File: src/rtl/soc_bus_pkg.sv
// memory map, access sizes, bus request/response structs, timer read-word union
package soc_bus_pkg;

  // ==================================================
  // address map
  // ==================================================
  localparam int XLEN = 32;

  localparam logic [XLEN-1:0] DMEM_BASE  = 32'h8000_0000;
  localparam logic [XLEN-1:0] DMEM_MASK  = 32'hFFF0_0000;  // 1 MB, words alias inside
  localparam logic [XLEN-1:0] CLINT_BASE = 32'h0200_0000;
  localparam logic [XLEN-1:0] CLINT_MASK = 32'hFFFF_0000;  // 64 KB
  localparam logic [XLEN-1:0] UART_BASE  = 32'h1000_0000;
  localparam logic [XLEN-1:0] UART_MASK  = 32'hFFFF_F000;  // 4 KB

  // timer register offsets
  localparam logic [15:0] TIMER_MSIP_OFS = 16'h0000;
  localparam logic [15:0] TIMER_CMP_OFS  = 16'h4000;
  localparam logic [15:0] TIMER_TIME_OFS = 16'hBFF8;

  // uart register offsets, byte spaced
  localparam logic [2:0] UART_THR_OFS = 3'd0;  // tx holding / rx on read
  localparam logic [2:0] UART_LSR_OFS = 3'd5;  // line status
  localparam logic [2:0] UART_SCR_OFS = 3'd7;  // scratch

  // ==================================================
  // bus types
  // ==================================================
  typedef enum logic [2:0] {
    SIZE_BYTE  = 3'd0,
    SIZE_HALF  = 3'd1,
    SIZE_WORD  = 3'd2,
    SIZE_DWORD = 3'd3
  } size_e;

  // master side request, held while valid && !ready
  typedef struct packed {
    logic            valid;
    logic [XLEN-1:0] addr;
    logic [63:0]     wdata;
    logic            we;
    size_e           size;
  } bus_req_t;

  // request after decode, offset inside the window
  typedef struct packed {
    logic        valid;
    logic [15:0] offset;
    logic [63:0] wdata;
    logic        we;
    size_e       size;
  } slave_req_t;

  typedef struct packed {
    logic        ready;
    logic [63:0] rdata;
  } bus_rsp_t;

  // one 64-bit read word, viewed at any access size
  typedef union packed {
    logic [63:0]      dword;
    logic [1:0][31:0] words;
    logic [3:0][15:0] halves;
    logic [7:0][7:0]  bytes;
  } rdata_u;

endpackage

File: src/rtl/uart_regs.sv
// uart register block with tx holding reg, busy countdown, line status and scratch
`timescale 1ns/1ps

module uart_regs import soc_bus_pkg::*; #(
  parameter int UART_TX_CYCLES = 4  // busy cycles per tx byte
) (
  input  logic       clk,
  input  logic       rst_n,
  input  slave_req_t req,
  output bus_rsp_t   rsp,
  output logic       tx_valid,
  output logic [7:0] tx_data
);

  localparam int CNT_W = $clog2(UART_TX_CYCLES + 1);

  logic [CNT_W-1:0] busy_cnt;
  logic             busy;
  logic             thr_wr;   // tx write presented
  logic             tx_take;  // tx write accepted
  logic [7:0]       scr;
  logic [7:0]       rd_byte;

  assign busy    = (busy_cnt != '0);
  assign thr_wr  = req.valid && req.we && (req.offset[2:0] == UART_THR_OFS);
  assign tx_take = thr_wr && !busy;

  always_ff @(posedge clk) begin
    if (!rst_n) begin
      busy_cnt <= '0;
      tx_valid <= 1'b0;
    end else begin
      tx_valid <= tx_take;  // strobe one cycle after accept
      if (tx_take) busy_cnt <= CNT_W'(UART_TX_CYCLES);
      else if (busy) busy_cnt <= busy_cnt - 1'b1;
    end
  end

  always_ff @(posedge clk) begin
    if (tx_take) tx_data <= req.wdata[7:0];
    if (req.valid && req.we && req.offset[2:0] == UART_SCR_OFS) scr <= req.wdata[7:0];
  end

  always_comb begin
    unique case (req.offset[2:0])
      UART_LSR_OFS: rd_byte = {1'b0, !busy, !busy, 5'b0};  // thre, temt
      UART_SCR_OFS: rd_byte = scr;
      default:      rd_byte = 8'h00;  // rx and the rest read 0
    endcase
  end

  assign rsp.ready = req.valid && !(thr_wr && busy);  // stall while busy
  assign rsp.rdata = {56'h0, rd_byte};

endmodule

File: config.mk
export PLATFORM = sky130hd
export DESIGN_NAME = uart_regs
export DESIGN_NICKNAME = d
export VERILOG_FILES = /design/src/rtl/soc_bus_pkg.sv /design/src/rtl/uart_regs.sv
export SDC_FILE = /design/constraint.sdc
export NUM_CORES = 1
export LEC_CHECK = 0
export ABC_AREA = 1
export BUFFER_PORTS_ARGS = -buffer_cell sky130_fd_sc_hd__buf_2
export CAP_MARGIN = 10
export CELL_PAD_IN_SITES_DETAIL_PLACEMENT = 0
export CELL_PAD_IN_SITES_GLOBAL_PLACEMENT = 1
export CORE_UTILIZATION = 20
export DETAILED_ROUTE_END_ITERATION = 6
export MAX_ROUTING_LAYER = met4
export PLACE_DENSITY = 0.91
export REMOVE_ABC_BUFFERS = 1
export SYNTH_ARGS = -nofsm -noshare
export SYNTH_HDL_FRONTEND = slang
export SYNTH_SLANG_ARGS = --single-unit
File: constraint.sdc
create_clock -name clk -period 1.67 [get_ports clk]
set_input_delay 0 -clock clk [delete_from_list [all_inputs] [get_ports clk]]
set_output_delay 0 -clock clk [all_outputs]
set_load 0.05 [all_outputs]
==> results <==
- The run finished with clean final reports.
- The number of setup buffers added after CTS is 0.
- The cell with the largest stage delay on the worst path is dfxtp_1.
- The post-route fraction of the period consumed by the critical path is 92.8%.
- The clock-pin slew on the worst setup and hold paths is 70 ps.
- Walking the worst path, the cells encountered are inv_1 -> ha_1 -> nand2_4 -> nor2_1 -> nand3_1 -> o21ai_0 -> clkbuf_4.
- The die width is 80.2 um.
- The critical register-to-register path startpoint is busy_cnt[0].
- The fraction of layout instances using a drive strength above 1 is 24.0%.
- The critical setup path kind is flip-flop to output pin.
- The commonest cells after synthesis are buf_4 (56), edfxtp_1 (16), inv_1 (16).
- The top-level port count is 161.
- The worst hold path was traced through 3 stages.
- The start point of the worst min-delay path is rst_n.
- The total wire length after detailed routing is 1.77 mm.
- The utilization after layout is 23.6%.
- The die span in y is 80.2 um.
- The post-detailed-placement half-perimeter wirelength is 1.46 mm.
- Clock tree synthesis found a total of 20 sinks.
- In the synthesized netlist the dominant register cell turns out to be edfxtp_1.
- Summing over every cut layer, the via total after detailed routing is 760.
- The remaining antenna violation count after routing is 0.
- The initial utilization of the core area, before any placement, comes to 20.7%.
- Summing every instance area after synthesis gives 1220 um2.
- The reported leakage power is 0.728 nW.
- The flip-flop and latch count after synthesis is 20.
- The number of buffers and inverters on the critical path is 2.
- The count of endpoints failing hold in the final timing report is 0.
- The first global-routing pass estimated 2.68 mm of wire.
- At the worst endpoint, the required time is 1670 ps.
- Counting the fill cells in the layout gives 656.
- TritonCTS built the clock tree.
- Of all nets on the critical path, the largest fanout is 6.
- The total number of nets in the final design is 261.
- The number of buffers on the longest clock path is 2.
- Leaving out filler cells and counting taps, the final layout contains 246.
- The most numerous cell in the Yosys netlist is buf_4.
- The share of the Yosys chip area taken by registers is 45.8%.
- The site row count is 28.
- The layout overhead on the synthesized area is 14.3%.
- In this run the power density over the cells is 1100 nW/um2.
- In this run the standard cell core region covers 5920 um2.
- The family with the most delay on the worst path is buffers and inverters.
- After detailed routing, the average wire length per cell comes to 7.21 um.
- The post-detailed-route DRC marker count is 0.
- The share of the synthesized area in the top cell type is 39.3%.
- For this run the aggregate overflow at the end of global routing stands at 0.
- Each instance of the synthesized netlist takes up on average 9.64 um2.
- Setup slack closes at 120 ps.
- The deepest level of the CTS H-tree is 1.
- The root buffer cell chosen for the clock tree is clkbuf_8.
- After synthesis, the cell types taking the most area are edfxtp_1 (39%), buf_4 (34%), dfxtp_1 (6.5%), inv_1 (4.9%), nor2_1 (4.0%).
- At the end of routability-driven placement, the weighted congestion stood at 0.655.
- Prior to clock tree synthesis, the placed netlist has a worst setup slack of 114 ps.
- The worst-case vdd ir drop is 0.000458 V.
- Using the TritonRoute via totals, the vias-per-cell ratio works out to 3.09.
- The number of antenna violations at the first check in global routing came to 0.
- In the global route stage, overall resource usage came out at 5.71%.
- STA puts the critical path data arrival time at 1550 ps.
- Setup violations remaining at the end of the flow were counted as 0.
- The capture instance of the worst register-to-register path is tx_data[2].
- Setup repair after global routing left no endpoint under its margin.
- Timing would allow up to 0.645 GHz.
- The clock arrives with 4.28 ps of skew.
- The path with the worst hold slack has its endpoint at busy_cnt[0].
- The first detailed-routing pass ran for 4 iterations.
- The final-layout setup total negative slack is 0 ps.
- Across the run, the number of max-cap violations was 0.
- The first routing iteration left 12 violations.
- The number of synthesized flops with an enable pin is 16.
- The tightest hold path in the finished design has a slack of 35.2 ps.
- The number of standard cells after synthesis is 127.
- The floorplan step defined a die boundary enclosing 6440 um2.
- The cell total after placement is 234.
- Measured in cells, the most critical reg-to-reg path has a length of 6.
- The insertion delay to the later sink of the worst-skew pair is 250 ps.
- The post-synthesis cell type with the largest combined area is edfxtp_1.
- The clock period minus final worst setup slack is 1550 ps.
- The pin count of the biggest net entering global routing is 12.
- The critical path endpoint category is an output pin.
- The total CTS buffers is 3.
- The number of buffer cells added on primary ports is 32.
- The worst setup path is launched from a flip-flop.
- The worst hold-check path type is primary input to flip-flop.
- The antenna diode count is 0.
- Yosys printed 0 warnings.
- In this design, the stage delay of the slowest critical-path cell is 300 ps.
- The final-report max-slew violation count is 0.
- The worst setup slack for register-to-register paths is 240 ps.
- The number of global-route vias before repair is 634.
- In the synthesized netlist the async set-or-reset flop fraction comes to 0%.
- The number of different library cells in the post-synthesis netlist is 17.
where the power goes:
| part | leakage (nW) | internal (W) | total, W | switching (W) |
|---|---|---|---|---|
| sequential | 0.177 | 0.000578 | 0.000598 | 0.0000195 |
| clock | 0.0228 | 0.000169 | 0.000308 | 0.000139 |
| combinational | 0.528 | 0.000136 | 0.000636 | 0.000501 |
| total | 0.728 | 0.000883 | 0.00154 | 0.000659 |
what timing repair did:
item	in CTS	in global routing
hold buffers	8	0
endpoints found under the hold margin	16	0
gates resized for setup	0	2
endpoints found under the setup margin	0	9
worst max path at each step:
stage / endpoint / startpoint / slack, ps / cells after the start
global placement: tx_data[7] / busy_cnt[0] / 150 / 6
global route: rsp[5] / busy_cnt[0] / 4 / 7
detailed placement: tx_data[7] / busy_cnt[0] / 110 / 6
finish: rsp[6] / busy_cnt[0] / 120 / 7
CTS: rsp[6] / busy_cnt[0] / 90 / 7
floorplan: rsp[5] / scr[5] / 240 / 2
final cells by class:
| cell class | count | area (um2) | share of cell area, % |
|---|---|---|---|
| flip-flops and latches | 20 | 561 | 40.1 |
| repair buffers | 41 | 250 | 17.9 |
| multi-input cells | 89 | 385 | 27.5 |
| well taps | 75 | 93.8 | 6.71 |
| inverters | 17 | 63.8 | 4.56 |
| clock buffers | 4 | 45.0 | 3.22 |
layer usage:
metal	global-route usage, %	wire [um]	vias to the layer above
li1	-	-	367
met5	-	0	-
met1	6.00	730	338
met2	10.5	928	55
met3	1.36	114	0
met4	1.79	0	0
stage by stage:
step / area (um2) / power, W
final: 1400 / 0.00154
after global routing: 1400 / 0.00162
after CTS: 1400 / 0.00155
after detailed placement: 1270 / 0.00123
after global placement: 1270 / 0.00121
after floorplan: 1010 / 0.00115
worst reg2reg max path, stage by stage (launching register included):
cell and delay, ps:
dfxtp_1 300, inv_1 100, ha_1 230, inv_1 60
nor2_1 120, nand3_1 130, inv_2 190
cell families (layout without fill, tap and decap cells):
logic type | Yosys count | after routing | share of synthesized area, %
other cells | 1 | 56 | 0.306
fa+ha+maj | 2 | 2 | 2.04
xor+xnor | 1 | 1 | 0.716
simple gates | 27 | 27 | 10.3
flops | 20 | 20 | 45.8
compound gates | 3 | 3 | 1.23
buf+inv | 73 | 62 | 39.6
flip-flops by register name (all words and copies together), names as in the netlist:
signal	count
tx_data	8
tx_valid	1
scr	8
busy_cnt	3
layout by cell type (no fill, tap or decap), drive strengths merged:
cell type,n
nor2,13
ha,2
clkbuf,5
nand3,4
edfxtp,16
dlygate4sd3,8
dfxtp,4
xor2,1
o21ai,3
inv,17
conb,56
nand4,2
buf,32
nand2,7
or2,1
(Power assumes the default switching activity.)
