File: config.mk
export PLATFORM = sky130hd
export DESIGN_NAME = core_timer
export DESIGN_NICKNAME = d
export VERILOG_FILES = /design/src/rtl/soc_bus_pkg.sv /design/src/rtl/core_timer.sv
export SDC_FILE = /design/constraint.sdc
export NUM_CORES = 1
export LEC_CHECK = 0
export BUFFER_PORTS_ARGS = -buffer_cell sky130_fd_sc_hd__buf_2
export CORE_MARGIN = 2
export CORE_UTILIZATION = 31
export CTS_BUF_LIST = sky130_fd_sc_hd__clkbuf_4 sky130_fd_sc_hd__clkbuf_8
export DETAILED_ROUTE_END_ITERATION = 10
export PLACE_DENSITY = 0.52
export SLEW_MARGIN = 20
export SYNTH_ARGS = -nofsm -noshare
export SYNTH_HDL_FRONTEND = slang
export SYNTH_SLANG_ARGS = --single-unit
export TNS_END_PERCENT = 5
File: constraint.sdc
create_clock -name clk -period 2.8 [get_ports clk]
set_input_delay 0.56 -clock clk [delete_from_list [all_inputs] [get_ports clk]]
set_output_delay 0.56 -clock clk [all_outputs]
set_load 0.1 [all_outputs]
File: src/rtl/soc_bus_pkg.sv
// memory map, access sizes, bus request/response structs, timer read-word union
package soc_bus_pkg;

  // ==================================================
  // address map
  // ==================================================
  localparam int XLEN = 32;

  localparam logic [XLEN-1:0] DMEM_BASE  = 32'h8000_0000;
  localparam logic [XLEN-1:0] DMEM_MASK  = 32'hFFF0_0000;  // 1 MB, words alias inside
  localparam logic [XLEN-1:0] CLINT_BASE = 32'h0200_0000;
  localparam logic [XLEN-1:0] CLINT_MASK = 32'hFFFF_0000;  // 64 KB
  localparam logic [XLEN-1:0] UART_BASE  = 32'h1000_0000;
  localparam logic [XLEN-1:0] UART_MASK  = 32'hFFFF_F000;  // 4 KB

  // timer register offsets
  localparam logic [15:0] TIMER_MSIP_OFS = 16'h0000;
  localparam logic [15:0] TIMER_CMP_OFS  = 16'h4000;
  localparam logic [15:0] TIMER_TIME_OFS = 16'hBFF8;

  // uart register offsets, byte spaced
  localparam logic [2:0] UART_THR_OFS = 3'd0;  // tx holding / rx on read
  localparam logic [2:0] UART_LSR_OFS = 3'd5;  // line status
  localparam logic [2:0] UART_SCR_OFS = 3'd7;  // scratch

  // ==================================================
  // bus types
  // ==================================================
  typedef enum logic [2:0] {
    SIZE_BYTE  = 3'd0,
    SIZE_HALF  = 3'd1,
    SIZE_WORD  = 3'd2,
    SIZE_DWORD = 3'd3
  } size_e;

  // master side request, held while valid && !ready
  typedef struct packed {
    logic            valid;
    logic [XLEN-1:0] addr;
    logic [63:0]     wdata;
    logic            we;
    size_e           size;
  } bus_req_t;

  // request after decode, offset inside the window
  typedef struct packed {
    logic        valid;
    logic [15:0] offset;
    logic [63:0] wdata;
    logic        we;
    size_e       size;
  } slave_req_t;

  typedef struct packed {
    logic        ready;
    logic [63:0] rdata;
  } bus_rsp_t;

  // one 64-bit read word, viewed at any access size
  typedef union packed {
    logic [63:0]      dword;
    logic [1:0][31:0] words;
    logic [3:0][15:0] halves;
    logic [7:0][7:0]  bytes;
  } rdata_u;

endpackage

File: src/rtl/core_timer.sv
// core-local timer with mtime, mtimecmp, msip and the timer and software irqs
`timescale 1ns/1ps

module core_timer import soc_bus_pkg::*; (
  input  logic       clk,
  input  logic       rst_n,
  input  slave_req_t req,
  output bus_rsp_t   rsp,
  output logic       timer_irq,
  output logic       soft_irq
);

  logic [63:0] mtime;
  logic [63:0] mtimecmp;
  logic        msip;
  logic        sel_msip;
  logic        sel_cmp;
  logic        sel_time;
  logic        wr;

  // match on the dword, offset[2] picks the half
  assign sel_msip = (req.offset[15:3] == TIMER_MSIP_OFS[15:3]);
  assign sel_cmp  = (req.offset[15:3] == TIMER_CMP_OFS[15:3]);
  assign sel_time = (req.offset[15:3] == TIMER_TIME_OFS[15:3]);
  assign wr       = req.valid && req.we;

  // dword replaces, word replaces one half, others leave it alone
  function automatic logic [63:0] wr_merge(logic [63:0] old, logic [63:0] wdata,
                                           size_e size, logic hi);
    logic [63:0] nv;
    nv = old;
    if (size == SIZE_DWORD) nv = wdata;
    else if (size == SIZE_WORD && hi) nv[63:32] = wdata[31:0];
    else if (size == SIZE_WORD) nv[31:0] = wdata[31:0];
    return nv;
  endfunction

  always_ff @(posedge clk) begin
    if (!rst_n) begin
      mtime    <= 64'h0;
      mtimecmp <= '1;  // no irq out of reset
      msip     <= 1'b0;
    end else begin
      if (wr && sel_time) mtime <= wr_merge(mtime, req.wdata, req.size, req.offset[2]);
      else mtime <= mtime + 64'd1;  // free running
      if (wr && sel_cmp) mtimecmp <= wr_merge(mtimecmp, req.wdata, req.size, req.offset[2]);
      if (wr && sel_msip && !req.offset[2]) msip <= req.wdata[0];
    end
  end

  // full register back, bus picks the lane
  always_comb begin
    rsp.ready = req.valid;
    if (sel_msip) rsp.rdata = {63'h0, msip};
    else if (sel_cmp) rsp.rdata = mtimecmp;
    else if (sel_time) rsp.rdata = mtime;
    else rsp.rdata = 64'h0;
  end

  assign timer_irq = (mtime >= mtimecmp);
  assign soft_irq  = msip;

endmodule

==> results of run 1 <==
==> cells by family after synthesis <==
| family | after synthesis | synth area share [%] |
|---|---|---|
| xor gates and xnor gates | 16 | 1.595 |
| buffers and inverters | 149 | 6.649 |
| DFF | 129 | 29.39 |
| AOI/OAI and AO/OA | 351 | 27.29 |
| adders and majority gates | 65 | 9.254 |
| and+or+nand+nor | 380 | 21.80 |
| muxes | 35 | 4.029 |
==> flip-flops by register name, summed over array words and instances (netlist names) <==
name,count
mtime,64
soft_irq,1
mtimecmp,64
==> area by class of cell <==
cell class                      count  area (um2)  area share [%]
Sequential cell                   129        2591           20.63
Tap cell                          378       473.0           3.765
Multi-Input combinational cell    847        5928           47.19
Inverter                           81       304.0           2.420
Clock buffer                       20       275.3           2.191
Clock inverter                     11       151.4           1.205
Timing Repair Buffer              278        2839           22.60
==> worst register-to-register path: cells and delay by family (launching register included) <==
kind,cells,cell delay [ns]
buffers and inverters,1,0.16
flip-flops,1,0.34
AO/OA/AOI/OAI,1,0.26
AND/OR/NAND/NOR,5,1.64
==> cell usage in the layout (no fill, tap or decap), types with 42 or more instances in the layout <==
cell type	synthesis	final
inv_1	81	77
buf_2	14	86
dfxtp_1	129	122
nand2_1	133	133
ha_1	65	61
buf_4	2	114
o211ai_1	63	63
nor2_1	60	58
nand3_1	45	42
buf_12	0	77
a21oi_1	93	92
a22o_1	54	52
==> path summary, 6_finish.rpt <==
kind	from	to	slack (ns)
min	req[24]	mtimecmp[20]	0.38
max	mtimecmp[6]	timer_irq	-0.22
max reg2reg	mtime[38]	mtime[58]	0.31
min reg2reg	mtimecmp[53]	mtimecmp[53]	0.51
==> repair_timing <==
| action | 4_1_cts | 5_1_grt |
|---|---|---|
| resized for setup | 34 | 6 |
| hold buffers | 0 | 0 |
| setup endpoints to repair | 1 | 24 |
| pin swaps | 12 | 3 |
| setup buffers | 3 | 0 |
==> routing by layer <==
metal  global-route usage [%]  vias up  share of wire, %
met4                    6.832        0               2.1
met3                    3.067       49               5.7
li1                         -     4656                 -
met5                        0        -                 0
met2                    36.61      341                46
met1                    32.62     4558                46
==> power breakdown <==
| group | leakage (nW) | internal, mW | switching [mW] |
|---|---|---|---|
| Clock | 0.216 | 0.956 | 0.833 |
| Combinational | 4.52 | 0.113 | 0.204 |
| Sequential | 1.04 | 1.84 | 0.00423 |
==> out/metrics.cfg, run 1 <==
[placement]
placed_cell_count=1710
dp_hpwl_mm=26.50
place_area_um2=11940
port_buffers=151
gpl.final_weighted_congestion=0.9207
pre_cts_ws_ns=-0.1949

[clocking]
cts_max_level=4
tritoncts_num_sinks=129
ctsLongestPathBuffers=2
clk_root_buffer_cell=clkbuf_8
tritoncts=done
worstSkewPairLatency_ns=0.46
cts_made_buffers=17
clkSlewWorstSetupHoldPaths_ns=0.08

[cells_and_area]
post_layout_nonfiller_instances=1744
layout_overhead_on_the_synthesized_area_pct=42.94
post-route-util_pct=45.09
post_route_cells_drive_above_1_share_pct=27.23
final.fill_count=2730
stdcell_area_um2=12560
final_nets=1506
antenna_cells_inserted=0

[critical_path]
critical-path-top-cell-by-count=o21ai_2
cp-start-kind=flip-flop
path_max_fanout=2
biggest_cell_delay_along_the_critical_path_ns=0.35
required_ns=2.24
reg2regPathDepth=7
critical_path.slowest_cell=dfxtp_2
worstPathBufferInverterCount=2
critical_path.endpoint_type=output port
timing.critical_path.depth=9
series_of_cell_instances_along_the_critical_path=inv_2 > ha_4 > and3_4 > a221oi_2 > o21ai_2 > a311o_1 > o21ai_2 > nand3_2 > buf_12
critical-path-top-delay-family=compound AO/OA/AOI/OAI gates
worstSetupPathType=reg2out
timing.critical_path.arrival_ns=2.46

[yosys]
synthTopCellsByCount=133 x nand2_1, 129 x dfxtp_1, 93 x a21oi_1
synth_area_um2=8788
ys.flop_type=dfxtp_1
synth.net_count=1277
area_fraction_of_the_dominant_cell_type_after_synthesis_pct=29.38
synth.top_cells.by_area=dfxtp_1 29%, ha_1 9.3%, nand2_1 5.7%
yosys.cell_types.count=65
synth.yosys.seq_area_share_pct=29.38
syn-instance-count=1125
yosys.cell_count.top_type=nand2_1
post-synth-top-area-cell=dfxtp_1
yosys_warnings=0
synth.ff_latch_count=129
synth_area_per_cell_um2=7.812
async_flop_share_pct=0
synth_edf_count=0

[route]
routed_wire_length_per_instance_um=19.52
drt.antenna.violating_nets=0
routed_via_density=5.507
total_iterations_of_the_first_detailed_routing_run=6
postRouteWirelength_mm=34.05
route.vias.total=9604
route.detailed.drc=0
first_iter_violations=833

[timing]
timing.final.crit_period_ns=3.017
hold_violations=0
holdWs_ns=0.3816
rsz_0062_raised_after_global_routing=yes
finalMaxSlewViolations=0
timing.final.ws_setup_ns=-0.2174
final.setup_skew_ns=0.01709
report.final.setup_viol=1
rel_slew_slack_pct=41.03
worst_pin_slew_ns=0.8846
max_freq_mhz=331.4
fin_setup_tns_ns=-0.2174
period_share_pct=107.8

[pwr]
p_leak_nw=5.779
power_dens_cells_nw_per_um2=314.3
total_power_mw=3.948
ir_drop_v=0.0001922

[die]
core_area_um2=27860
die_area_um2=29710
rows=61
die_h_um=172.4
floorplan.die.width_um=172.4
start_util_pct=31.55
boundaryPins=154

[status]
status=complete, but fails checks
violated_checks=negative setup slack

[flow_run]
cap_violations=0

[grt]
first_global_vias=9085
globalRouteTotalUtil_pct=23.11
grt_first_pass_wirelength_mm=52.36
grt_max_degree=40
global_route.overflow_total=0
antenna_found_initial=0

[worst_hold_path]
holdPathStages=3
min_path_type=in2reg

(Power assumes the default switching activity.)
==> inputs of run 2 (changes only) <==
--- a/config.mk
+++ b/config.mk
@@ -10,7 +10,7 @@
 export CORE_UTILIZATION = 31
 export CTS_BUF_LIST = sky130_fd_sc_hd__clkbuf_4 sky130_fd_sc_hd__clkbuf_8
 export DETAILED_ROUTE_END_ITERATION = 10
-export PLACE_DENSITY = 0.52
+export PLACE_DENSITY = 0.53
 export SLEW_MARGIN = 20
 export SYNTH_ARGS = -nofsm -noshare
 export SYNTH_HDL_FRONTEND = slang
==> run 2 against run 1 <==
Net effect: the run still ends with negative setup slack left; hold slack got worse by 0.027 ns; power decreased by 1.9%; clock skew decreased by 0.0025 ns; count of clock-buffer cells in the layout unchanged; global-route usage increased by 0.58 points; die area unchanged; register-to-register slack improved by 0.04 ns; maximum frequency decreased by 2.9%; routed wire length increased by 2.1%.
==> out/metrics.cfg, run 2 (synthesis gave the netlist of run 1 again) <==
[clocking]
cts.hold.buffers_added=0  ; unchanged
cts_max_level=4  ; unchanged
clk_root_buffer_cell=clkbuf_8  ; unchanged
tritoncts=done  ; unchanged
tritoncts_num_sinks=129  ; unchanged
worstSkewPairLatency_ns=0.47  ; was 0.46 ns
ctsLongestPathBuffers=2  ; unchanged
clkSlewWorstSetupHoldPaths_ns=0.08  ; about the same
cts_made_buffers=17  ; unchanged

[cells_and_area]
post_layout_nonfiller_instances=1741  ; was 1744
multi_input_logic_area_um2=5924  ; was 5928 um2
mostFrequentLayoutCell=nand2_1  ; unchanged
final_nets=1503  ; was 1506
post-route-util_pct=44.84  ; was 45.09%
antenna_cells_inserted=0  ; unchanged
stdcell_area_um2=12490  ; was 12560 um2
layout.cells.most_common_list=133 x nand2_1, 117 x dfxtp_1, 113 x buf_4  ; was 133 x nand2_1, 122 x dfxtp_1, 114 x buf_4
final-seq-area_um2=2597  ; was 2591 um2
layout_overhead_on_the_synthesized_area_pct=42.14  ; was 42.94%
post_route_cells_drive_above_1_share_pct=27.15  ; was 27.23%
final.fill_count=2740  ; was 2730

[critical_path]
critical_path.slowest_cell=dfxtp_2  ; unchanged
series_of_cell_instances_along_the_critical_path=inv_2 > ha_4 > a21o_1 > a221oi_4 > o21ai_2 > a311o_1 > o21ai_2 > nand3_4 > buf_12  ; was inv_2 > ha_4 > and3_4 > a221oi_2 > o21ai_2 > a311o_1 > o21ai_2 > nand3_2 > buf_12
timing.critical_path.depth=9  ; unchanged
critical-path-top-delay-family=compound AO/OA/AOI/OAI gates  ; unchanged
critical_path.endpoint_type=output port  ; unchanged
regToRegStartpoint=mtime[23]  ; was mtime[38]
worstSetupPathType=reg2out  ; unchanged
setup.reg_to_reg.worst_slack_ns=0.35  ; was 0.31 ns
worstPathBufferInverterCount=2  ; unchanged
rr_endpoint=mtime[40]  ; was mtime[58]
reg2regPathDepth=7  ; unchanged
biggest_cell_delay_along_the_critical_path_ns=0.34  ; was 0.35 ns
crit_start=mtimecmp[5]  ; was mtimecmp[6]
path_max_fanout=2  ; unchanged
timing.critical_path.arrival_ns=2.55  ; was 2.46 ns
critical-path-top-cell-by-count=o21ai_2  ; unchanged
required_ns=2.24  ; about the same
worstSetupEndpoint=timer_irq  ; unchanged
cp-start-kind=flip-flop  ; unchanged

[worst_hold_path]
min_path_type=in2reg  ; unchanged

[timing]
final.setup_skew_ns=0.01459  ; was 0.01709 ns
timing.final.crit_period_ns=3.109  ; was 3.017 ns
report.final.setup_viol=1  ; unchanged
fin_setup_tns_ns=-0.3086  ; was -0.2174 ns
period_share_pct=111.0  ; was 107.8%
hold_violations=0  ; unchanged
timing.final.ws_setup_ns=-0.3086  ; was -0.2174 ns
worst_pin_slew_ns=0.7561  ; was 0.8846 ns
max_freq_mhz=321.7  ; was 331.4 MHz
finalMaxSlewViolations=0  ; unchanged
rsz_0062_raised_after_global_routing=yes  ; unchanged
holdWs_ns=0.3546  ; was 0.3816 ns
rel_slew_slack_pct=49.59  ; was 41.03%

[route]
total_iterations_of_the_first_detailed_routing_run=8  ; was 6
postRouteWirelength_mm=34.75  ; was 34.05 mm
routed_wire_length_per_instance_um=19.96  ; was 19.52 um
first_iter_violations=738  ; was 833
route.vias.total=9684  ; was 9604
route.detailed.drc=0  ; unchanged
drt.antenna.violating_nets=0  ; unchanged
routed_via_density=5.562  ; was 5.507

[placement]
place_area_um2=11900  ; was 11940 um2
dp_hpwl_mm=26.52  ; was 26.50 mm
port_buffers=151  ; unchanged
placed_cell_count=1709  ; was 1710
gpl.final_weighted_congestion=0.9110  ; was 0.9207

[grt]
grt_first_pass_wirelength_mm=53.70  ; was 52.36 mm
antenna_found_initial=0  ; unchanged
globalRouteTotalUtil_pct=23.69  ; was 23.11%
global_route.overflow_total=0  ; unchanged
grt_max_degree=49  ; was 40
first_global_vias=9215  ; was 9085

[die]
die_area_um2=29710  ; unchanged
rows=61  ; unchanged
boundaryPins=154  ; unchanged
core_area_um2=27860  ; unchanged
start_util_pct=31.55  ; unchanged
die_h_um=172.4  ; unchanged
floorplan.die.width_um=172.4  ; unchanged

[status]
violated_checks=negative setup slack  ; unchanged
status=complete, but fails checks  ; unchanged

[pwr]
p_leak_nw=5.712  ; was 5.779 nW
power_dens_cells_nw_per_um2=310.0  ; was 314.3 nW/um2
ir_drop_v=0.0002059  ; was 0.0001922 V

[flow_run]
cap_violations=0  ; unchanged

run 2: where the power goes:
group          total, mW  switching (mW)  leakage, nW  internal (mW)
Combinational      0.311           0.204         4.47          0.107
Sequential          1.84         0.00288         1.04           1.84
Clock               1.72           0.810        0.205          0.911
Total               3.87            1.02         5.71           2.86
run 2: worst min path at each step:
stage / from / to / slack [ns] / depth (start not counted)
finish: req[18] / mtime[14] / 0.35 / 3
global placement: mtimecmp[54] / mtimecmp[54] / 0.49 / 2
floorplan: mtimecmp[0] / mtimecmp[0] / 0.47 / 2
detailed placement: mtimecmp[54] / mtimecmp[54] / 0.50 / 2
CTS: req[18] / mtime[14] / 0.35 / 3
global route: req[18] / mtimecmp[14] / 0.34 / 3
run 2: area by class of cell:
class,count,share of cell area [%]
timing repair buffer,275,22.35
tap,378,3.786
clock inverter,11,1.112
inverter,81,2.434
clock buffer,20,2.103
sequential,129,20.79
multi-input combinational,847,47.43
run 2: layer usage:
layer,up-vias,GRT usage [%],wire (um)
met5,-,0,0
met4,0,6.028,671
met3,42,2.884,1949
met2,312,38.26,16240
met1,4677,33.38,15890
li1,4653,-,-
run 2: repair_timing:
item,in CTS,in global routing
buffers inserted,1,0
setup endpoints to repair,1,24
pin swaps,16,2
resized for setup,39,4
endpoints found under the hold margin,0,0
gates cloned,0,0
run 2: metrics by stage:
stage / worst slack [ns] / power [mW]
final: -0.3086 / 3.873
after global routing: -0.3661 / 3.999
after CTS: -0.2168 / 3.882
after detailed placement: -0.1839 / 2.185
after global placement: -0.1468 / 2.183
after floorplan: -0.2646 / 2.010
run 2: worst register-to-register path, stage by stage (launching register included):
cell	delay, ns
dfxtp_1	0.34
buf_4	0.14
nand4_1	0.23
or4_1	0.70
nor3_1	0.35
nand4_1	0.20
xor2_1	0.17
a211oi_1	0.22
