**src/rtl/soc_bus_pkg.sv**
```systemverilog
// memory map, access sizes, bus request/response structs, timer read-word union
package soc_bus_pkg;

  // ==================================================
  // address map
  // ==================================================
  localparam int XLEN = 32;

  localparam logic [XLEN-1:0] DMEM_BASE  = 32'h8000_0000;
  localparam logic [XLEN-1:0] DMEM_MASK  = 32'hFFF0_0000;  // 1 MB, words alias inside
  localparam logic [XLEN-1:0] CLINT_BASE = 32'h0200_0000;
  localparam logic [XLEN-1:0] CLINT_MASK = 32'hFFFF_0000;  // 64 KB
  localparam logic [XLEN-1:0] UART_BASE  = 32'h1000_0000;
  localparam logic [XLEN-1:0] UART_MASK  = 32'hFFFF_F000;  // 4 KB

  // timer register offsets
  localparam logic [15:0] TIMER_MSIP_OFS = 16'h0000;
  localparam logic [15:0] TIMER_CMP_OFS  = 16'h4000;
  localparam logic [15:0] TIMER_TIME_OFS = 16'hBFF8;

  // uart register offsets, byte spaced
  localparam logic [2:0] UART_THR_OFS = 3'd0;  // tx holding / rx on read
  localparam logic [2:0] UART_LSR_OFS = 3'd5;  // line status
  localparam logic [2:0] UART_SCR_OFS = 3'd7;  // scratch

  // ==================================================
  // bus types
  // ==================================================
  typedef enum logic [2:0] {
    SIZE_BYTE  = 3'd0,
    SIZE_HALF  = 3'd1,
    SIZE_WORD  = 3'd2,
    SIZE_DWORD = 3'd3
  } size_e;

  // master side request, held while valid && !ready
  typedef struct packed {
    logic            valid;
    logic [XLEN-1:0] addr;
    logic [63:0]     wdata;
    logic            we;
    size_e           size;
  } bus_req_t;

  // request after decode, offset inside the window
  typedef struct packed {
    logic        valid;
    logic [15:0] offset;
    logic [63:0] wdata;
    logic        we;
    size_e       size;
  } slave_req_t;

  typedef struct packed {
    logic        ready;
    logic [63:0] rdata;
  } bus_rsp_t;

  // one 64-bit read word, viewed at any access size
  typedef union packed {
    logic [63:0]      dword;
    logic [1:0][31:0] words;
    logic [3:0][15:0] halves;
    logic [7:0][7:0]  bytes;
  } rdata_u;

endpackage

```
**src/rtl/simple_bus.sv**
```systemverilog
// address decoder, request router and response mux for the peripheral bus
`timescale 1ns/1ps

module simple_bus import soc_bus_pkg::*; (
  input  logic       clk,         // used by bound checks only
  input  logic       rst_n,       // used by bound checks only
  input  bus_req_t   master_req,
  output bus_rsp_t   master_rsp,
  output slave_req_t dmem_req,
  output slave_req_t timer_req,
  output slave_req_t uart_req,
  input  bus_rsp_t   dmem_rsp,
  input  bus_rsp_t   timer_rsp,
  input  bus_rsp_t   uart_rsp
);

  // ==================================================
  // address decode
  // ==================================================
  logic sel_timer;
  logic sel_uart;
  logic sel_dmem;

  // priority timer > uart > dmem
  assign sel_timer = ((master_req.addr & CLINT_MASK) == CLINT_BASE);
  assign sel_uart  = !sel_timer && ((master_req.addr & UART_MASK) == UART_BASE);
  assign sel_dmem  = !sel_timer && !sel_uart &&
                     ((master_req.addr & DMEM_MASK) == DMEM_BASE);

  // pick the timer lane by size and low address bits, zero extended
  function automatic logic [63:0] timer_lane(rdata_u rd, size_e size, logic [2:0] ofs);
    logic [63:0] lane;
    unique case (size)
      SIZE_BYTE:  lane = {56'h0, rd.bytes[ofs]};
      SIZE_HALF:  lane = {48'h0, rd.halves[ofs[2:1]]};
      SIZE_WORD:  lane = {32'h0, rd.words[ofs[2]]};
      default:    lane = rd.dword;  // dword
    endcase
    return lane;
  endfunction

  // ==================================================
  // request routing
  // ==================================================
  slave_req_t routed;  // common fields, valid filled per slave

  always_comb begin
    routed        = '0;
    routed.offset = master_req.addr[15:0];  // window offset
    routed.wdata  = master_req.wdata;
    routed.we     = master_req.we;
    routed.size   = master_req.size;
  end

  always_comb begin
    dmem_req  = '0;  // idle slaves see all zero
    timer_req = '0;
    uart_req  = '0;
    if (master_req.valid) begin
      if (sel_timer) begin
        timer_req       = routed;
        timer_req.valid = 1'b1;
      end else if (sel_uart) begin
        uart_req       = routed;
        uart_req.valid = 1'b1;
        uart_req.wdata = {56'h0, master_req.wdata[7:0]};  // byte wide slave
      end else if (sel_dmem) begin
        dmem_req       = routed;
        dmem_req.valid = 1'b1;
      end
    end
  end

  // ==================================================
  // response mux
  // ==================================================
  rdata_u timer_rd;

  always_comb begin
    timer_rd.dword = timer_rsp.rdata;
    master_rsp     = '0;
    if (sel_timer) begin
      master_rsp.ready = timer_rsp.ready;
      master_rsp.rdata = timer_lane(timer_rd, master_req.size, master_req.addr[2:0]);
    end else if (sel_uart) begin
      master_rsp.ready = uart_rsp.ready;  // low while tx busy
      master_rsp.rdata = {56'h0, uart_rsp.rdata[7:0]};
    end else if (sel_dmem) begin
      master_rsp.ready = dmem_rsp.ready;
      master_rsp.rdata = dmem_rsp.rdata;
    end else begin
      // unmapped address completes at once with zero so the master never hangs
      master_rsp.ready = master_req.valid;
      master_rsp.rdata = 64'h0;
    end
  end

endmodule

```
**config.mk**
```make
export PLATFORM = sky130hd
export DESIGN_NAME = simple_bus
export DESIGN_NICKNAME = d
export VERILOG_FILES = /design/src/rtl/soc_bus_pkg.sv /design/src/rtl/simple_bus.sv
export SDC_FILE = /design/constraint.sdc
export NUM_CORES = 1
export LEC_CHECK = 0
export BUFFER_PORTS_ARGS = -buffer_cell sky130_fd_sc_hd__clkbuf_2
export CAP_MARGIN = 20
export CORE_AREA = 2 2 239 241
export DETAILED_ROUTE_END_ITERATION = 16
export DIE_AREA = 0 0 241 243
export SLEW_MARGIN = 10
export SYNTH_ARGS = -nofsm -noshare
export SYNTH_HDL_FRONTEND = slang
export SYNTH_SLANG_ARGS = --single-unit
```
**constraint.sdc**
```tcl
create_clock -name vclk -period 1.6
set_input_delay 0.08 -clock vclk [all_inputs]
set_output_delay 0.08 -clock vclk [all_outputs]
set_load 0.05 [all_outputs]
```
==> impl_metrics.toml, run 1 <==
[yosys]
yosysTopAreaCell = "and3_1"
synth_area_um2 = 3980
yosys_warnings = 0
synthTopCellsByArea = "and3_1, and2_1, buf_4"
avgSynthCellArea_um2 = 6.83
synth_seq_area_share = 0
synth_common_cells = "and3_1, and2_1, buf_4"
synth_cells = 583
yosysUniqueCellTypes = 51
synth_most_common_cell = "and3_1"
synth_top_area_frac = 0.171

[setup_path]
worst_setup_path_start_kind = "input port"
slowest_delay_ns = 0.51
required_ns = 1.52
cp_slowest_cell = "or4_4"
end_kind = "output port"
arrival_ns = 2.25
path_delay_family = "simple AND/OR/NAND/NOR gates"
path_class = "in2out"
path_depth = 10
worstPathCellList = "clkbuf_2 > or4_4 > or4_4 > nor3_4 > buf_12 > buf_12 > buf_12 > a221oi_4 > a21oi_4 > buf_12"
worstPathMaxFanout = 7
cp_common_cell = "buf_12"
crit_path_end = "master_rsp[7]"
timing.critical_path.buf_inv = 5
crit_path_start = "master_req[86]"

[status]
outcome = "finished, violations left"
violations = "setup timing"

[place]
gp_congestion = 0.786
place_area_um2 = 11500
io_buffers = 500
dpl_worst_slack_ns = -0.755
dp_hpwl_mm = 32.9
place.detailed.instances = 1901

[route]
drcViolationCount = 0
routed_wl_mm = 45.1
vias = 7267
drtIter0Drc = 224
dr.pass1.iters = 4
vias_per_cell = 3.71
routedWlPerCell_um = 23.0
ant_nets = 0

[power]
comb_power_share = 1.000
seqPwrFrac = 0
ir_drop_uv = 105
pwr-share-clk = 0
p_per_area_nw_per_um2 = 99.5
leakage_nw = 6.46
p_int_mw = 0.506
switching_share = 0.658
power.switching_mw = 0.972

[timing]
maxSlewHeadroom = 0.535
fin_crit_sh = 1.45
setup_tns_ns = -137.14
setup_violations = 260
maxSlewViolCount = 0
setup_slack_ns = -0.726
fmax_mhz = 430
tightest_slew_ns = 0.695
fin_crit_ns = 2.33
rsz0062_at_grt = "yes"
final-hold-violation-count = 0

[layout]
fin_area_um2 = 14900
syn_to_final_growth_pct = 273
nNetsFinal = 1500
final_layout_size_suffix_gt1_frac = 0.836
utilization = 0.266
ff_latch_area_um2 = 0
seq_cell_count = 0
n_clock_buffer = 0
fin_cells = 1959

[flow_run]
max_cap_viol_count = 0

[die]
dieHeight_um = 243
die_area_um2 = 58600
rows = 87
num_io_pins = 618
initial_core_util = 0.0712
core_um2 = 56000
die_w_um = 241

[grt]
grt-ovfl-total = 0
antenna_found_initial = 6
grt_max_degree = 75
grt_pass1_vias = 7399
grt_pass1_wl_mm = 57.1
track_usage = 0.138

[min_path]
hold_path_class = "in2out"
-- cell families (layout without fill, tap and decap cells) --
logic type | count (synthesis) | in the layout | share of synthesized area
simple gates | 261 | 261 | 0.403
compound gates | 154 | 154 | 0.289
mux | 36 | 36 | 0.114
buf+inv | 131 | 689 | 0.193
other cells | 1 | 63 | 0.000942
-- through the flow --
step	power [mW]	hold WS [ns]
after floorplan	0.767	0.332
after global routing	1.57	0.507
after CTS	1.46	0.496
final	1.48	0.491
after global placement	1.42	0.495
after detailed placement	1.43	0.495
-- layout make-up --
type | instances | area, um2
multi-input combinational | 511 | 5040
tap | 756 | 946
inverter | 4 | 15.0
fill | 5825 | 41100
timing repair buffer | 685 | 8850
antenna | 3 | 7.51
-- worst min-delay path by stage --
| stage | startpoint | endpoint | slack [ns] | cells past startpoint |
|---|---|---|---|---|
| 6_report | dmem_rsp[15] | master_rsp[15] | 0.49 | 4 |
| 3_5_place_dp | dmem_rsp[43] | master_rsp[43] | 0.49 | 3 |
| 5_1_grt | dmem_rsp[47] | master_rsp[47] | 0.51 | 3 |
| 3_3_place_gp | dmem_rsp[58] | master_rsp[58] | 0.49 | 3 |
| 2_1_floorplan | master_req[26] | timer_req[26] | 0.33 | 1 |
| 4_1_cts | dmem_rsp[11] | master_rsp[11] | 0.50 | 4 |
-- what timing repair did --
item	4_1_cts	5_1_grt
hold buffers	0	0
cloned	23	5
resized for setup	392	147
pin swaps	16	78
buffers inserted	28	17
endpoints found under the setup margin	260	260
-- power groups by stage --
stage	registers, mW	clock network, mW	logic (mW)
after floorplan	0	0	0.767
after global placement	0	0	1.42
after detailed placement	0	0	1.43
after CTS	0	0	1.46
after global routing	0	0.0000000839	1.57
final	0	0.000000179	1.48
-- metal layers --
| metal | share of wire | up-vias | GRT usage |
|---|---|---|---|
| li1 | - | 3316 | - |
| met1 | 0.39 | 3495 | 0.159 |
| met2 | 0.51 | 420 | 0.260 |
| met3 | 0.076 | 34 | 0.0267 |
| met4 | 0.021 | 2 | 0.0271 |
| met5 | 0.00024 | - | 0 |
-- cells in the final DEF, fill, tap and decap left out, drive strengths merged, types with 3 or more instances in the layout --
cell	n
o211ai	4
nor3b	3
and2	88
diode	3
o21ai	40
mux2i	24
nand3	3
a22oi	16
nand2b	8
or4	3
mux2	5
and3	109
nor3	3
buf	375
a221oi	17
nand2	24
a221o	3
conb	60
mux4	7
a22o	41
clkbuf	309
nor2	9
a222oi	4
a31oi	8
inv	4
a21oi	10
Note: power is estimated with default switching activity, not from simulation.
==> run 2: changes to the inputs <==
--- a/config.mk
+++ b/config.mk
@@ -6,7 +6,6 @@
 export NUM_CORES = 1
 export LEC_CHECK = 0
 export BUFFER_PORTS_ARGS = -buffer_cell sky130_fd_sc_hd__clkbuf_2
-export CAP_MARGIN = 20
 export CORE_AREA = 2 2 239 241
 export DETAILED_ROUTE_END_ITERATION = 16
 export DIE_AREA = 0 0 241 243
==> constraint.sdc (replaced) <==
create_clock -name vclk -period 2
set_input_delay 0.1 -clock vclk [all_inputs]
set_output_delay 0.1 -clock vclk [all_outputs]
set_load 0.05 [all_outputs]
==> run 2 against run 1 <==
The run still ends with setup timing left. Total power decreased by 25%. First-iteration DRC count increased by 23%. Utilization decreased by 2.7 points.
==> impl_metrics.toml, run 2 (synthesized netlist as in run 1, its figures left out) <==
[status]
outcome = "finished, violations left"
violations = "setup timing"

[place]
dp_hpwl_mm = 29.1
dpl_worst_slack_ns = -0.383
gp_congestion = 0.765
io_buffers = 500

[timing]
fmax_mhz = 448
setup_slack_ns = -0.232
maxSlewHeadroom = 0.606
fin_crit_ns = 2.23
rsz0062_at_grt = "yes"
setup_violations = 236
maxSlewViolCount = 0
setup_tns_ns = -22.35
fin_crit_sh = 1.12
final-hold-violation-count = 0
tightest_slew_ns = 0.585
fin_hold_ws_ns = 0.540

[grt]
grt_pass1_wl_mm = 53.9
grt-ovfl-total = 0
antenna_found_initial = 14
grt_max_degree = 109
grt_pass1_vias = 7308
track_usage = 0.129

[flow_run]
max_cap_viol_count = 0

[die]
initial_core_util = 0.0712
die_w_um = 241
num_io_pins = 618
core_um2 = 56000
dieHeight_um = 243
rows = 87
die_area_um2 = 58600

[layout]
ff_latch_area_um2 = 0
utilization = 0.238
fillCellCount = 5879
layout_commonest_cell = "clkbuf_2"
seq_cell_count = 0
final_layout_size_suffix_gt1_frac = 0.795
syn_to_final_growth_pct = 235
n_clock_buffer = 0
nNetsFinal = 1444
final_cell_mix = "clkbuf_2, buf_12, buf_8, and2_4, and3_4"

[route]
vias = 7173
routed_wl_mm = 42.8
routedWlPerCell_um = 22.5
ant_nets = 0
drtIter0Drc = 276
vias_per_cell = 3.77
dr.pass1.iters = 5
drcViolationCount = 0

[power]
p_per_area_nw_per_um2 = 83.0
ir_drop_uv = 112
leakage_nw = 5.87

[min_path]
whs_endpoint = "master_rsp[47]"
whs_path_depth = 3
hold_path_startpoint = "dmem_rsp[47]"
hold_path_class = "in2out"

[setup_path]
required_ns = 1.90
worstPathMaxFanout = 6
path_class = "in2out"
arrival_ns = 2.13
end_kind = "output port"
worst_setup_path_start_kind = "input port"

[clock_network]
cts_hold_buf = 0
## run 2: layout make-up
class / instances / area, um2 / share of cell area
well taps: 756 / 946 / 0.0710
diodes: 5 / 12.5 / 0.000939
repair buffers: 629 / 7710 / 0.579
inverters: 4 / 15.0 / 0.00113
multi-input cells: 511 / 4640 / 0.348
## run 2: metrics by stage
stage,cells,power (mW),cell area [um2]
detailed placement,1851,1.03,9810
floorplan,642,0.585,4580
global route,1903,1.18,13300
global placement,1851,1.03,9810
CTS,1897,1.07,12600
finish,1905,1.11,13300
## run 2: worst max path at each step
stage,cells after the start,to,startpoint,slack (ns)
2_1_floorplan,5,master_rsp[21],master_req[84],-0.14
3_3_place_gp,8,master_rsp[20],master_req[90],-0.37
3_5_place_dp,8,master_rsp[20],master_req[90],-0.38
4_1_cts,9,master_rsp[3],master_req[84],-0.24
5_1_grt,9,master_rsp[3],master_req[84],-0.32
6_report,9,master_rsp[3],master_req[87],-0.23
## run 2: worst max-delay path, cell delays in order
cell	delay [ns]
clkbuf_2	0.10
or4_4	0.53
or4_4	0.50
nor3_4	0.16
buf_6	0.17
buf_8	0.15
a221oi_2	0.08
a31oi_4	0.18
buf_12	0.16
## run 2: where the power goes
| part | internal, mW | switching [mW] | total (mW) |
|---|---|---|---|
| registers | 0 | 0 | 0 |
| clock network | 0.000000336 | 0 | 0.000000336 |
| logic | 0.376 | 0.730 | 1.11 |
| total | 0.376 | 0.730 | 1.11 |
## run 2: routing by layer
layer	vias up	global-route usage	wire (um)	part of all wire
met5	-	0	115	0.0027
met4	18	0.0340	1390	0.032
met3	67	0.0241	2980	0.070
met2	409	0.245	22600	0.53
met1	3474	0.143	15700	0.37
li1	3205	-	-	-
## run 2: what timing repair did
item / 4_1_cts / 5_1_grt
gates resized for setup: 431 / 293
buffers inserted: 25 / 7
pin swaps: 43 / 79
endpoints found under the setup margin: 246 / 203
cloned: 21 / 9
==> run 3: changes to the inputs <==
--- a/config.mk
+++ b/config.mk
@@ -9,6 +9,7 @@
 export CORE_AREA = 2 2 239 241
 export DETAILED_ROUTE_END_ITERATION = 16
 export DIE_AREA = 0 0 241 243
+export GPL_ROUTABILITY_DRIVEN = 0
 export SLEW_MARGIN = 10
 export SYNTH_ARGS = -nofsm -noshare
 export SYNTH_HDL_FRONTEND = slang
==> constraint.sdc (replaced) <==
create_clock -name vclk -period 2
set_input_delay 0.1 -clock vclk [all_inputs]
set_output_delay 0.1 -clock vclk [all_outputs]
set_load 0.01 [all_outputs]
==> run 3 against run 2 <==
The run still ends with setup timing left. Hold slack got worse by 0.042 ns. Wire length down 15%. Total power shrank 25%. Worst setup slack worse by 0.0048 ns. Fmax shrank 0.21%. Flip-flop and latch count is the same. Global-route usage decreased by 2.7 points. Die area unchanged. Non-clock buffer count shrank 10. Sequential share of layout area unchanged. Final area down 34%. Critical path type unchanged. Critical endpoint is now master_rsp[64]. Largest power group unchanged.
==> impl_metrics.toml, run 3 (synthesized netlist as in run 1, its figures left out) <==
[status]
outcome = "finished, violations left"
violations = "setup timing"

[power]
pwr-share-clk = 0
power.switching_mw = 0.476
seqPwrFrac = 0
p_per_area_nw_per_um2 = 94.1
switching_share = 0.570
leakage_nw = 4.96
ir_drop_uv = 63.9
comb_power_share = 1.000
p_int_mw = 0.358

[place]
place.detailed.instances = 1854
place_area_um2 = 7660
io_buffers = 500
dp_hpwl_mm = 28.0

[layout]
n_clock_buffer = 0
fin_cells = 1898
syn_to_final_growth_pct = 123
nNetsFinal = 1434
final_cell_mix = "clkbuf_2, and3_1, buf_2, buf_4, conb_1"
fin_area_um2 = 8860
seq_cell_count = 0
ff_latch_area_um2 = 0
layout_commonest_cell = "clkbuf_2"
final_layout_size_suffix_gt1_frac = 0.625

[die]
die_area_um2 = 58600
initial_core_util = 0.0712
die_w_um = 241
rows = 87
dieHeight_um = 243
num_io_pins = 618
core_um2 = 56000

[setup_path]
crit_path_start = "master_req[84]"
end_kind = "output port"
path_delay_family = "simple AND/OR/NAND/NOR gates"
arrival_ns = 2.14
path_depth = 8
required_ns = 1.90
worstPathCellList = "clkbuf_2 > or4_4 > or4_4 > nor3_4 > buf_12 > nor3_1 > a221o_1 > clkbuf_2"
path_class = "in2out"
cp_slowest_cell = "or4_4"
worstPathMaxFanout = 27
crit_path_end = "master_rsp[64]"
slowest_delay_ns = 0.57
worst_setup_path_start_kind = "input port"
timing.critical_path.buf_inv = 3

[timing]
fin_crit_sh = 1.12
maxSlewViolCount = 0
fmax_mhz = 447
fin_crit_ns = 2.24
rsz0062_at_grt = "yes"
final-hold-violation-count = 0
setup_violations = 88
setup_tns_ns = -6.91
maxSlewHeadroom = 0.661
tightest_slew_ns = 0.508
setup_slack_ns = -0.237
fin_hold_ws_ns = 0.498

[grt]
grt_pass1_vias = 6038
track_usage = 0.101
grt_max_degree = 86
grt-ovfl-total = 0
grt_pass1_wl_mm = 42.5
antenna_found_initial = 13

[min_path]
hold_path_class = "in2out"

[route]
ant_nets = 0
vias = 7069
vias_per_cell = 3.72
drcViolationCount = 0
routedWlPerCell_um = 19.1
drtIter0Drc = 554
routed_wl_mm = 36.3
dr.pass1.iters = 5

[flow_run]
max_cap_viol_count = 0
[run 3: cell count changes in the layout (fill, tap and decap cells not counted), moves of 15 or more]
cell,delta
clkbuf_2,+134
buf_8,-88
o21ai_1,+15
and2_4,-47
a22o_1,+20
and3_4,-74
and3_1,+92
buf_4,+22
and3_2,-18
buf_2,+81
clkbuf_16,-23
and2_1,+50
buf_12,-134
[run 3: worst min-delay path by stage]
stage              startpoint             end  slack [ns]  depth (start not counted)
2_1_floorplan    dmem_rsp[10]  master_rsp[10]        0.32                          2
5_1_grt          dmem_rsp[11]  master_rsp[11]        0.51                          4
3_5_place_dp     dmem_rsp[14]  master_rsp[14]        0.50                          4
6_report       master_req[65]   timer_req[65]        0.50                          3
3_3_place_gp     dmem_rsp[14]  master_rsp[14]        0.49                          4
4_1_cts          dmem_rsp[14]  master_rsp[14]        0.50                          4
[run 3: area by class of cell]
cell class	instances	area, um2
well taps	756	946
diodes	8	20.0
repair buffers	619	4190
multi-input cells	511	3690
inverters	4	15.0
fillers	6418	47100
[run 3: power by group through the flow]
stage	clock network, mW	logic, mW	registers [mW]
6_report	0.0000000302	0.834	0
5_1_grt	0.0000000670	0.894	0
4_1_cts	0	0.801	0
3_5_place_dp	0	0.790	0
3_3_place_gp	0	0.787	0
2_1_floorplan	0	0.370	0
[run 3: worst min-delay path, stage by stage]
cell and delay (ns):
clkbuf_2 0.08, and2_1 0.10, buf_2 0.12
[run 3: repair_timing]
item | in CTS | in global routing
pin swaps | 2 | 29
endpoints found under the setup margin | 237 | 188
setup buffers | 2 | 19
gates cloned | 4 | 13
resized for setup | 44 | 241
hold buffers | 0 | 0
[run 3: metrics by stage]
step | worst slack, ns | util | power, mW
3_3_place_gp | -0.385 | 0.137 | 0.787
3_5_place_dp | -0.354 | 0.137 | 0.790
4_1_cts | -0.233 | 0.142 | 0.801
2_1_floorplan | 0.114 | - | 0.370
5_1_grt | -0.317 | 0.158 | 0.894
6_report | -0.237 | 0.158 | 0.834
[run 3: metal layers]
layer  part of all wire  GRT usage  vias to the layer above
li1                   -          -                     3167
met1               0.39      0.123                     3319
met2               0.46      0.174                      511
met3               0.12     0.0347                       58
met4              0.031     0.0178                       14
met5             0.0019          0                        -
